### config.mk
export PLATFORM = sky130hd
export DESIGN_NAME = credit_out_queue
export DESIGN_NICKNAME = d
export VERILOG_FILES = /design/src/common/cnn_cfg_pkg.sv /design/src/common/cnn_stream_pkg.sv /design/src/rtl/credit_out_queue.sv
export SDC_FILE = /design/constraint.sdc
export NUM_CORES = 1
export LEC_CHECK = 0
export BUFFER_PORTS_ARGS = -buffer_cell sky130_fd_sc_hd__clkbuf_2
export CORE_UTILIZATION = 40
export CTS_CLUSTER_DIAMETER = 120
export DETAILED_ROUTE_END_ITERATION = 6
export PLACE_DENSITY = 0.68
export SYNTH_ARGS = -nofsm -noshare
export SYNTH_HDL_FRONTEND = slang
export SYNTH_SLANG_ARGS = --single-unit
### constraint.sdc
create_clock -name clk -period 5.2 [get_ports clk]
set_input_delay 1.3 -clock clk [delete_from_list [all_inputs] [get_ports clk]]
set_output_delay 1.3 -clock clk [all_outputs]
set_load 0.005 [all_outputs]
### src/common/cnn_cfg_pkg.sv
`default_nettype none

package cnn_cfg_pkg;

    // ==================================================
    // numeric widths
    // ==================================================

    // pixel, unsigned greyscale
    localparam int PIX_W = 8;
    // kernel weight, signed
    localparam int W_W   = 8;
    // per channel bias, signed
    localparam int B_W   = 16;
    // kernel sum of products
    localparam int ACC_W = 21;
    // kernel sum plus bias, one bit of headroom
    localparam int SUM_W = 22;
    // result after relu, unsigned
    localparam int RES_W = 20;

    // upper bounds, fix the stream struct sizes
    localparam int MAX_CO = 8;
    localparam int MAX_KX = 7;
    localparam int MAX_KY = 7;

    // ==================================================
    // vector types
    // ==================================================
    typedef logic        [PIX_W-1:0] pixel_t;
    typedef logic signed [W_W-1:0]   weight_t;
    typedef logic signed [B_W-1:0]   bias_t;
    typedef logic signed [ACC_W-1:0] acc_t;
    typedef logic signed [SUM_W-1:0] sum_t;
    typedef logic        [RES_W-1:0] result_t;

endpackage

`default_nettype wire

### src/common/cnn_stream_pkg.sv
`default_nettype none

package cnn_stream_pkg;

    // window slots at the largest supported kernel
    localparam int MAX_WIN = cnn_cfg_pkg::MAX_KX * cnn_cfg_pkg::MAX_KY;

    // ==================================================
    // window stream, line buffer to kernels
    // ==================================================
    // pix index is ky*KX + kx, top left first
    // slots past KX*KY are zero
    typedef struct packed {
        logic                              valid;
        logic                              step;
        cnn_cfg_pkg::pixel_t [MAX_WIN-1:0] pix;
    } window_beat_t;

    // ==================================================
    // result beat, one field per output channel
    // ==================================================
    // channels above CO are zero
    typedef struct packed {
        cnn_cfg_pkg::result_t [cnn_cfg_pkg::MAX_CO-1:0] ch;
    } result_beat_t;

endpackage

`default_nettype wire

### src/rtl/credit_out_queue.sv
`default_nettype none

module credit_out_queue #(
    parameter int OUT_DEPTH = 4
) (
    input  logic                         clk,
    input  logic                         reset_n,
    input  logic                         i_step,
    input  logic                         i_no_window,
    input  logic                         i_res_valid,
    input  cnn_stream_pkg::result_beat_t i_res,
    input  logic                         i_ot_credit,
    output logic                         o_in_credit,
    output logic                         o_ot_valid,
    output cnn_stream_pkg::result_beat_t o_ot_beat
);

    localparam int PTR_W = (OUT_DEPTH > 1) ? $clog2(OUT_DEPTH) : 1;
    localparam int CNT_W = $clog2(OUT_DEPTH + 1);
    // sink may hand out more credits than the queue holds
    localparam int OC_W  = 16;

    // ==================================================
    // result FIFO
    // ==================================================
    cnn_stream_pkg::result_beat_t mem [OUT_DEPTH];
    logic [PTR_W-1:0] wr_ptr;
    logic [PTR_W-1:0] rd_ptr;
    logic [CNT_W-1:0] count;
    logic             push;
    logic             pop;

    assign push = i_res_valid;
    // a beat leaves whenever one is shown
    assign pop  = o_ot_valid;

    always_ff @(posedge clk) begin
        if (push) begin
            mem[wr_ptr] <= i_res;
        end
    end

    always_ff @(posedge clk or negedge reset_n) begin
        if (!reset_n) begin
            wr_ptr <= '0;
            rd_ptr <= '0;
            count  <= '0;
        end else begin
            if (push) begin
                wr_ptr <= (wr_ptr == PTR_W'(OUT_DEPTH - 1)) ? '0 : wr_ptr + 1'b1;
            end
            if (pop) begin
                rd_ptr <= (rd_ptr == PTR_W'(OUT_DEPTH - 1)) ? '0 : rd_ptr + 1'b1;
            end
            count <= count + CNT_W'(push) - CNT_W'(pop);
        end
    end

    // ==================================================
    // input credits
    // ==================================================
    // reserved counts slots promised to the pixel source
    logic [CNT_W-1:0] reserved;
    logic             issue;
    logic             skip;

    assign issue = (reserved < CNT_W'(OUT_DEPTH));
    // pixel gave no window, its slot comes back now
    assign skip  = i_step & i_no_window;

    always_ff @(posedge clk or negedge reset_n) begin
        if (!reset_n) begin
            reserved    <= '0;
            o_in_credit <= 1'b0;
        end else begin
            reserved    <= reserved + CNT_W'(issue) - CNT_W'(pop) - CNT_W'(skip);
            o_in_credit <= issue;
        end
    end

    // ==================================================
    // output credits
    // ==================================================
    logic [OC_W-1:0] ot_cred;

    always_ff @(posedge clk or negedge reset_n) begin
        if (!reset_n) begin
            ot_cred <= '0;
        end else begin
            ot_cred <= ot_cred + OC_W'(i_ot_credit) - OC_W'(pop);
        end
    end

    assign o_ot_valid = (count != '0) && (ot_cred != '0);
    assign o_ot_beat  = mem[rd_ptr];

endmodule

`default_nettype wire

**After elaboration in Yosys (flattened, before gate mapping)**

Memories as Yosys holds them, arrays and structs flattened.
Cells that the tools add are included.
Widths: inputs -> output; s select.

- RAM bits: 640
- Output and inout bits: 162
- Register bits: 27
- Memories: 1
- ROM bits: 0
- Bits in latches: 0

- Bitwise operators: 1
- Multiply operators: 0
- Mux-type cells: 4
- Equal/unequal tests: 2
- Add/subtract/negate cells: 9
- Reduce and logical (&&, ||, !) cells: 3
- Divide/modulo/power cells: 0
- Shift operators: 0
- $lt $le $gt $ge: 1

Memory list:

| name | words | width | read ports | clocked after memory_dff | write ports | RTL line | source |
|---|---|---|---|---|---|---|---|
| mem | 4 | 160 | 1 | 0 | 1 | credit_out_queue.sv:26 | `cnn_stream_pkg::result_beat_t mem [OUT_DEPTH];` |

Operators by type and width:

| operator | count |
|---|---|
| $add 16x1->16 | 1 |
| $reduce_bool 16->1 | 1 |
| $sub 16x1->16 | 1 |
| $sub 3x1->3 | 3 |
| $add 3x1->3 | 2 |
| $add 2x1->2 const B | 2 |
| $eq 2x2->1 const B | 2 |
| $mux 2 | 2 |
| $lt 3x3->1 const B | 1 |
| $reduce_bool 3->1 | 1 |
| $mux 1 | 2 |
| $and 1x1->1 | 1 |
| $logic_and 1x1->1 | 1 |

**Longest topological paths before layout**

Gate-level depths: netlist of the first run.

- Depth after elaboration: 4
- Gate-level depth with buffers: 16
- Mapped depth without buffers: 15

**Worst setup path before layout of the first run**

OpenSTA, ideal clock, no wires.

- Path kind: input port to flip-flop
- Start: input i_res_valid
- End: memory mem[2][0] in the netlist's numbering (enable)
- Arrival time: 4946 ps
- Buffers on the path: 0
- Setup time: 538 ps
- Path slack: -285 ps
- Stages on the path: 1
- Path through: and2_1

- Cells in the longest elaborated chain, start to end: 2

Ends and longest elaborated chain:

| element | RTL line | source |
|---|---|---|
| from (decl) | credit_out_queue.sv:10 | `input logic i_res_valid,` |
| $mux 1 | credit_out_queue.sv:38 | `if (push) begin` |
| $mux 1 (not written as such) | credit_out_queue.sv:39 | `mem[wr_ptr] <= i_res;` |
| to (decl) | credit_out_queue.sv:26 |  |

No other way between the ends.

==> impl_metrics.py, run 1 <==
metrics = {
    "status": {
        "outcome": "completed",
    },
    "layout": {
        "final_nets": 1627,
        "nFillCells": 5037,
        "final_layout_size_suffix_gt1_share_pct": 41.6,
        "multi_input_area_um2": 4780,
        "seqCellArea_um2": 19900,
        "area_delta_synth_final_pct": 20.0,
    },
    "clock_network": {
        "htreeDepth": 3,
        "cts_hold_buf": 0,
        "clock_latency_ns": 0.59,
        "cts_resized": 0,
        "cts_tree": "yes",
        "cts_buffers": 70,
        "path_clk_slew_ns": 0.06,
        "cts_num_sinks": 667,
        "clockBufferDepth": 3,
        "cts_setup_buffers": 0,
        "clockRootBuffer": "clkbuf_16",
    },
    "floorplanning": {
        "design.core.area_um2": 61700,
        "die-area_um2": 63400,
        "start_util_pct": 40.5,
        "fp.dieW_um": 252,
        "rows": 91,
        "fp.dieH_um": 252,
        "io_pins": 328,
    },
    "placement": {
        "post-place-ws_ns": 1.68,
        "io_buffers": 327,
        "finalWeightedCongestion": 0.776,
        "hpwl_um": 29400,
    },
    "grt": {
        "grt_overflow": 0,
        "grt_pass1_vias": 12400,
        "antenna_found_initial": 7,
        "grt_start_max_net_pins": 102,
        "grt_use_total_pct": 15.5,
        "grt_pass1_wl_um": 73500,
    },
    "power": {
        "p_leak_nw": 10.4,
        "power.density_nw_per_um2": 575,
        "ir_drop_mv": 0.323,
    },
    "logic_synthesis": {
        "synth.distinct_cells": 42,
        "syn_area_per_cell_um2": 23.9,
        "ys_warn_count": 0,
        "synth_ff_type": "edfxtp_1",
        "netlist_area_um2": 25000,
        "async_flop_share_pct": 4.05,
        "synth_seq_cells": 667,
        "ys_seq_area_share_pct": 79.7,
        "synth_edf_count": 640,
        "ys_top_cells_by_area": "edfxtp_1, mux4_2, dfrtp_1",
        "synth_top_area_share_pct": 77.0,
        "yosys.area.top_type": "edfxtp_1",
        "synth_cells": 1046,
        "syn_nets": 1246,
    },
    "routing": {
        "first_pass_iters": 5,
        "via_count": 11700,
        "antenna_left": 0,
        "drt-initial-drc-count": 703,
        "drcViolationCount": 0,
        "routed_wl_um": 48800,
        "wl_per_cell_um": 21.1,
        "vias_per_cell": 5.07,
    },
    "worst_setup_path": {
        "worstPathArrival_ns": 2.73,
        "start_kind": "flip-flop",
        "crit_required_ns": 3.90,
        "reg2reg_depth": 15,
        "crit_path_end_kind": "output pin",
        "r2r_slack_ns": 1.64,
        "path_class": "reg -> out",
        "worstPathMaxFanout": 45,
    },
    "worst_hold_path": {
        "whs_path_depth": 1,
        "hold_path.class": "reg -> reg",
    },
    "sta": {
        "fin_setup_tns_ns": 0,
        "tightest_slew_ns": 0.957,
        "rsz0062_at_grt": "false",
        "worst_slack_ns": 1.17,
        "maxSlewHeadroom_pct": 36.2,
        "fin_crit_ns": 4.03,
        "timing_hold_violations_final": 0,
        "finalSetupViolations": 0,
        "fmax_mhz": 248,
        "fin_crit_sh_pct": 77.5,
        "slew_violations": 0,
        "fin_skew_ns": 0.0158,
    },
    "run": {
        "max_cap_violations": 0,
    },
}
==> flip-flops by register name, indices dropped and copies added, names as in the netlist <==
| signal | flops |
|---|---|
| ot_cred | 16 |
| mem | 640 |
| o_in_credit | 1 |
| rd_ptr | 2 |
| reserved | 3 |
| wr_ptr | 2 |
| count | 3 |
==> cells in the mapped netlist, types with 4 or more instances <==
master	n
a21o_1	4
a21oi_1	14
and2_1	5
buf_2	17
clkbuf_1	20
dfrtp_1	27
edfxtp_1	640
ha_1	31
inv_1	33
mux4_2	160
nand2_1	12
nand2b_1	5
nor2_1	10
nor2b_1	6
nor3_1	4
o211ai_1	4
o21ai_0	8
xnor2_1	14
==> routing by layer <==
| metal | track usage [%] | vias up | wire length, um |
|---|---|---|---|
| met5 | 0 | - | 80 |
| met1 | 19.2 | 6119 | 19200 |
| met4 | 6.06 | 12 | 1550 |
| li1 | - | 5151 | - |
| met2 | 24.6 | 361 | 23900 |
| met3 | 5.76 | 102 | 4080 |
==> placed cells by master, fill, tap and decap left out, drive strengths merged, types with 2 or more instances in the layout <==
cell type	n
o21ai	8
xor2	2
inv	35
a21o	4
o211ai	4
dfrtp	27
a21oi	14
fa	3
clkinvlp	4
or2	2
and2	5
nor2b	6
mux4	160
xnor2	14
clkinv	28
nand2	12
ha	31
bufinv	4
nor3b	2
nand3	2
nand2b	5
nor2	10
a211oi	3
buf	21
clkbuf	411
diode	2
nor3	4
edfxtp	640
or3	2
==> cells by family (layout without fill, tap and decap cells) <==
logic type | Yosys count | after routing | synth area share [%]
mux | 162 | 162 | 14.5
fa+ha+maj | 34 | 34 | 1.79
buf+inv | 72 | 503 | 1.20
simple gates | 55 | 55 | 1.18
flops | 667 | 667 | 79.7
xor+xnor | 16 | 16 | 0.561
compound gates | 40 | 40 | 1.05
other cells | 0 | 2 | 0
==> critical path: stages, from the launching register on <==
cell and delay, ns:
dfrtp_4 0.91, buf_12 0.41, mux4_2 0.57, clkbuf_2 0.16
==> worst paths after layout <==
check                            start              to
max                          rd_ptr[0]  o_ot_beat[135]
min                        reserved[2]     o_in_credit
max reg2reg                ot_cred[12]     ot_cred[10]
min reg2reg                reserved[2]     o_in_credit
max in group asynchronous      reset_n       rd_ptr[0]
min in group asynchronous      reset_n      ot_cred[0]
==> layout make-up <==
type | instances | area share, %
clock buffer | 84 | 6.09
clock inverter | 38 | 1.22
antenna | 2 | 0.0167
timing repair buffer | 348 | 6.41
tap | 837 | 3.49
inverter | 33 | 0.413
multi-input combinational | 307 | 15.9
sequential | 667 | 66.4
==> where the power goes <==
group / switching, mW / internal, mW / leakage, nW / total [mW]
Clock: 1.99 / 2.72 / 1.05 / 4.71
Sequential: 0.398 / 6.95 / 6.19 / 7.35
Combinational: 2.68 / 2.50 / 3.17 / 5.18
==> metrics by stage <==
stage                     cell area (um2)  instances  utilization [%]  hold WS [ns]  power (mW)
after global placement              27800       2192             45.0         0.460        12.6
final                               30000       2316             48.6         0.453        17.2
after detailed placement            27800       2192             45.0         0.455        12.8
after CTS                           30000       2314             48.6         0.462        17.5
after floorplan                     25000       1046                -         0.433        10.7
after global routing                30000       2315             48.6         0.492        18.1
Power figures use the tool's default switching activity.
==> run 2, diff against run 1 <==
==> constraint.sdc (replaced) <==
create_clock -name clk -period 4 [get_ports clk]
set_input_delay 1 -clock clk [delete_from_list [all_inputs] [get_ports clk]]
set_output_delay 1 -clock clk [all_outputs]
set_load 0.005 [all_outputs]
==> run 2 against run 1 <==
Final cell count increased by 0.22%. Final area increased by 0.12%. Non-clock buffer count shrank 3. Critical path depth grew 12. First-iteration DRC count fell by 0.43%. Critical endpoint is now ot_cred[12]. Largest cell class unchanged.
==> impl_metrics.py, run 2 (same netlist as run 1, synthesis figures left out) <==
metrics = {
    "clock_network": {
        "cts_setup_buffers": 0,
        "cts_hold_buf": 0,
        "path_clk_slew_ns": 0.06,
        "clockBufferDepth": 3,
        "htreeDepth": 3,
        "clock_latency_ns": 0.60,
        "clockRootBuffer": "clkbuf_16",
        "cts_resized": 0,
        "cts_buffers": 71,
        "cts_num_sinks": 667,
        "cts_tree": "yes",
    },
    "power": {
        "power.density_nw_per_um2": 746,
        "ir_drop_mv": 0.441,
        "p_leak_nw": 10.4,
        "power_mw": 22.4,
    },
    "worst_setup_path": {
        "path_cells": "inv_1 > ha_1 > nand4b_1 > nor4_1 > or2_2 > nand2_1 > nand2_1 > ha_1 > inv_1 > fa_1 > nor2b_1 > o221ai_1 > o211ai_1 > a211oi_1 > xnor2_1",
        "crit_path_end_kind": "flip-flop",
        "critPathTopFamily": "simple AND/OR/NAND/NOR gates",
        "path_class": "reg -> reg",
        "start_kind": "flip-flop",
        "critical_path_depth": 15,
        "slowest_stage": "o211ai_1",
        "worstPathMaxFanout": 7,
        "reg2reg_depth": 15,
        "crit_buf_inv": 2,
        "worstPathArrival_ns": 4.00,
        "crit_path_max_incr_delay_ns": 0.49,
        "crit_required_ns": 4.46,
    },
    "sta": {
        "tightest_slew_ns": 0.879,
        "fmax_mhz": 282,
        "maxSlewHeadroom_pct": 41.4,
        "rsz0062_at_grt": "false",
        "worst_slack_ns": 0.455,
        "fin_skew_ns": 0.0185,
        "fin_crit_ns": 3.55,
        "slew_violations": 0,
        "fin_crit_sh_pct": 88.6,
        "finalSetupViolations": 0,
        "timing_hold_violations_final": 0,
        "fin_setup_tns_ns": 0,
    },
    "layout": {
        "largest_reg_flops": 640,
        "area_delta_synth_final_pct": 20.2,
        "top_register": "mem",
        "final_area_um2": 30000,
        "top_regs": "mem (640), ot_cred (16)",
        "final_layout_size_suffix_gt1_share_pct": 41.6,
        "final_cell_mix": "edfxtp_1, clkbuf_2, mux4_2, clkbuf_16, inv_1",
        "final_nets": 1625,
        "final_common_cell": "edfxtp_1",
    },
    "worst_hold_path": {
        "hold_path.class": "in -> async",
    },
    "grt": {
        "grt_overflow": 0,
        "grt_start_max_net_pins": 104,
        "grt_use_total_pct": 15.6,
        "antenna_found_initial": 7,
        "grt_pass1_vias": 12400,
        "grt_pass1_wl_um": 74200,
    },
    "routing": {
        "vias_per_cell": 5.02,
        "antenna_left": 0,
        "via_count": 11600,
        "routed_wl_um": 48900,
        "wl_per_cell_um": 21.1,
        "drt-initial-drc-count": 700,
        "first_pass_iters": 5,
        "drcViolationCount": 0,
    },
    "floorplanning": {
        "start_util_pct": 40.5,
        "die-area_um2": 63400,
        "design.core.area_um2": 61700,
        "rows": 91,
        "fp.dieH_um": 252,
        "fp.dieW_um": 252,
        "io_pins": 328,
    },
    "placement": {
        "io_buffers": 327,
        "finalWeightedCongestion": 0.782,
        "place_area_um2": 27800,
        "post-place-ws_ns": 0.513,
        "hpwl_um": 29400,
    },
    "run": {
        "max_cap_violations": 0,
    },
    "status": {
        "outcome": "completed",
    },
}
## run 2: layout make-up
class / instances / area, um2
Timing Repair Buffer: 345 / 1950
Sequential cell: 667 / 19900
Fill cell: 5037 / 31700
Clock buffer: 87 / 1880
Clock inverter: 43 / 318
Antenna cell: 2 / 5.00
Inverter: 33 / 124
Multi-Input combinational cell: 307 / 4780
Tap cell: 837 / 1050
## run 2: worst register-to-register path: cells and delay by family, from the launching register on
kind / cells / cell delay [ns]
buf+inv: 2 / 0.16
flops: 1 / 0.39
fa+ha+maj: 3 / 0.75
simple gates: 6 / 1.08
compound gates: 3 / 0.86
xor+xnor: 1 / 0.17
## run 2: where the power goes
group / internal, mW / switching [mW] / total [mW] / leakage (nW)
registers: 9.03 / 0.423 / 9.45 / 6.19
logic: 3.26 / 3.55 / 6.82 / 3.17
clock network: 3.51 / 2.62 / 6.12 / 1.08
## run 2: metal layers
layer  routed length [um]  share of wire [%]  GRT usage [%]  vias up
met5                   67               0.14              0        -
met2                24500                 50           25.2      334
met4                 1090                2.2           5.49       10
met3                 4050                8.3           5.35       82
li1                     -                  -              -     5155
met1                19200                 39           19.5     6060
## run 2: final timing paths
path	start	end	slack (ns)
setup reg to reg	ot_cred[6]	ot_cred[12]	0.45
min in group clk	reserved[2]	o_in_credit	0.47
hold reg to reg	reserved[2]	o_in_credit	0.47
max in group asynchronous	reset_n	rd_ptr[0]	3.04
setup / recovery	ot_cred[6]	ot_cred[12]	0.45
hold / removal	reset_n	ot_cred[8]	0.45
## run 2: stage by stage
step           util (%)  cells  hold slack (ns)
2_1_floorplan         -   1046            0.433
3_3_place_gp       45.0   2189            0.454
3_5_place_dp       45.0   2189            0.462
4_1_cts            48.6   2319            0.430
5_1_grt            48.6   2321            0.482
6_report           48.6   2321            0.448
==> run 3, diff against run 2 <==
--- a/config.mk
+++ b/config.mk
@@ -6,10 +6,12 @@
 export NUM_CORES = 1
 export LEC_CHECK = 0
 export BUFFER_PORTS_ARGS = -buffer_cell sky130_fd_sc_hd__clkbuf_2
+export CELL_PAD_IN_SITES_DETAIL_PLACEMENT = 0
+export CELL_PAD_IN_SITES_GLOBAL_PLACEMENT = 2
 export CORE_UTILIZATION = 40
 export CTS_CLUSTER_DIAMETER = 120
 export DETAILED_ROUTE_END_ITERATION = 6
-export PLACE_DENSITY = 0.68
+export PLACE_DENSITY = 0.81
 export SYNTH_ARGS = -nofsm -noshare
 export SYNTH_HDL_FRONTEND = slang
 export SYNTH_SLANG_ARGS = --single-unit
==> run 3 against run 2 <==
Via count barely moved. Final area rose by 0.25%. Critical path depth did not move. Critical endpoint is now ot_cred[10]. Die area did not move. Sequential cell count did not move. Final cell count fell by 0.22%. Register-to-register slack improved by 0.02 ns. Highest routed layer unchanged.
==> impl_metrics.py, run 3 (same netlist as run 1, synthesis figures left out) <==
metrics = {
    "clock_network": {
        "htreeDepth": 3,
        "clockRootBuffer": "clkbuf_16",
        "cts_tree": "yes",
        "cts_hold_buf": 0,
        "cts_setup_buffers": 0,
        "cts_resized": 0,
        "clockBufferDepth": 3,
        "cts_num_sinks": 667,
        "path_clk_slew_ns": 0.05,
        "cts_buffers": 70,
        "clock_latency_ns": 0.62,
    },
    "placement": {
        "io_buffers": 327,
        "hpwl_um": 30600,
        "finalWeightedCongestion": 0.740,
        "place_area_um2": 27900,
        "dp.cells": 2192,
    },
    "floorplanning": {
        "die-area_um2": 63400,
        "rows": 91,
        "fp.dieW_um": 252,
        "fp.dieH_um": 252,
        "io_pins": 328,
        "design.core.area_um2": 61700,
        "start_util_pct": 40.5,
    },
    "power": {
        "p_int_mw": 15.9,
        "power.density_nw_per_um2": 749,
        "p_seq_share_pct": 41.8,
        "pwr-share-clk_pct": 27.5,
        "p_leak_nw": 10.5,
        "pwr-share-comb_pct": 30.8,
        "p_sw_mw": 6.66,
        "ir_drop_mv": 0.520,
        "p_sw_share_pct": 29.6,
    },
    "layout": {
        "top_regs": "mem (640), ot_cred (16)",
        "final_cell_mix": "edfxtp_1, clkbuf_2, mux4_2, clkbuf_16, inv_1",
        "final_nets": 1627,
        "top_register": "mem",
        "multi_input_area_um2": 4780,
        "fin_cells": 2316,
        "final_layout_size_suffix_gt1_share_pct": 41.6,
        "final_common_cell": "edfxtp_1",
        "area_delta_synth_final_pct": 20.5,
        "nFillCells": 5062,
        "largest_reg_flops": 640,
        "seqCellArea_um2": 19900,
        "final_area_um2": 30100,
        "post-route-util_pct": 48.7,
    },
    "worst_setup_path": {
        "r2r_start": "ot_cred[8]",
        "reg2reg_depth": 15,
        "r2r_slack_ns": 0.48,
        "critPathTopFamily": "simple AND/OR/NAND/NOR gates",
        "start_kind": "flip-flop",
        "worstPathArrival_ns": 3.99,
        "worstPathMaxFanout": 7,
        "crit_buf_inv": 2,
        "slowest_stage": "o211ai_1",
        "crit_required_ns": 4.47,
        "crit_path_max_incr_delay_ns": 0.45,
        "path_class": "reg -> reg",
        "rr_endpoint": "ot_cred[10]",
        "crit_path_end_kind": "flip-flop",
        "path_cells": "inv_1 > ha_1 > nand4b_1 > nor4_1 > or2_2 > nand2_1 > nand2_1 > ha_1 > inv_1 > fa_1 > nor2b_1 > o221ai_1 > o211ai_1 > a311oi_1 > xnor2_1",
    },
    "routing": {
        "drcViolationCount": 0,
        "antenna_left": 0,
        "wl_per_cell_um": 21.5,
        "via_count": 11600,
        "vias_per_cell": 5.02,
        "drt-initial-drc-count": 582,
        "routed_wl_um": 49700,
        "first_pass_iters": 6,
    },
    "status": {
        "outcome": "completed",
    },
    "run": {
        "max_cap_violations": 0,
    },
    "sta": {
        "fin_crit_ns": 3.52,
        "rsz0062_at_grt": "false",
        "tightest_slew_ns": 0.822,
        "fin_crit_sh_pct": 88.0,
        "fin_setup_tns_ns": 0,
        "maxSlewHeadroom_pct": 45.2,
        "slew_violations": 0,
        "timing_hold_violations_final": 0,
        "finalSetupViolations": 0,
        "fin_skew_ns": 0.0388,
        "fmax_mhz": 284,
    },
    "grt": {
        "grt_use_met1_pct": 19.7,
        "grt_use_total_pct": 15.7,
        "antenna_found_initial": 8,
        "grt_start_max_net_pins": 83,
        "grt-busiest-layer": "met2",
        "grt_overflow": 0,
        "grt_pass1_wl_um": 73800,
        "grt_pass1_vias": 12300,
        "use_met2_pct": 25.1,
        "grt_util_met3_pct": 5.80,
    },
    "worst_hold_path": {
        "hold_path.class": "in -> async",
    },
}
[run 3: how the worst max path moves through the flow]
stage                endpoint  cells after the start         from
2_1_floorplan       mem[3][0]                      1  i_res_valid
3_3_place_gp      ot_cred[10]                     15   ot_cred[9]
3_5_place_dp      ot_cred[10]                     15   ot_cred[9]
4_1_cts        o_ot_beat[159]                      3    rd_ptr[0]
5_1_grt           ot_cred[10]                     15   ot_cred[9]
6_report          ot_cred[10]                     15   ot_cred[8]
[run 3: layer usage]
layer / wire, um / share of wire [%]
met3: 3840 / 7.7
met1: 20500 / 41
met5: 84 / 0.17
met2: 24300 / 49
met4: 988 / 2.0
[run 3: cell type report]
cell class              count  share of cell area, %
repair buffers            348                   6.67
well taps                 837                   3.48
inverters                  33                  0.412
flip-flops and latches    667                   66.2
clock buffers              87                   6.07
multi-input cells         307                   15.9
clock inverters            35                   1.28
diodes                      2                 0.0166
[run 3: per-stage QoR]
stage	hold WS, ns	power (mW)	setup slack (ns)
after floorplan	0.433	13.9	0.577
after global placement	0.465	16.6	0.490
after detailed placement	0.460	16.6	0.429
after CTS	0.441	22.9	0.400
after global routing	0.499	23.7	0.183
final	0.452	22.5	0.479
[run 3: power by group through the flow]
| stage | sequential (mW) | combinational [mW] | clock [mW] |
|---|---|---|---|
| after floorplan | 9.43 | 4.45 | 0 |
| after global placement | 9.49 | 7.10 | 0 |
| after detailed placement | 9.57 | 7.07 | 0 |
| after CTS | 9.43 | 7.13 | 6.36 |
| after global routing | 9.51 | 7.59 | 6.60 |
| final | 9.40 | 6.93 | 6.18 |
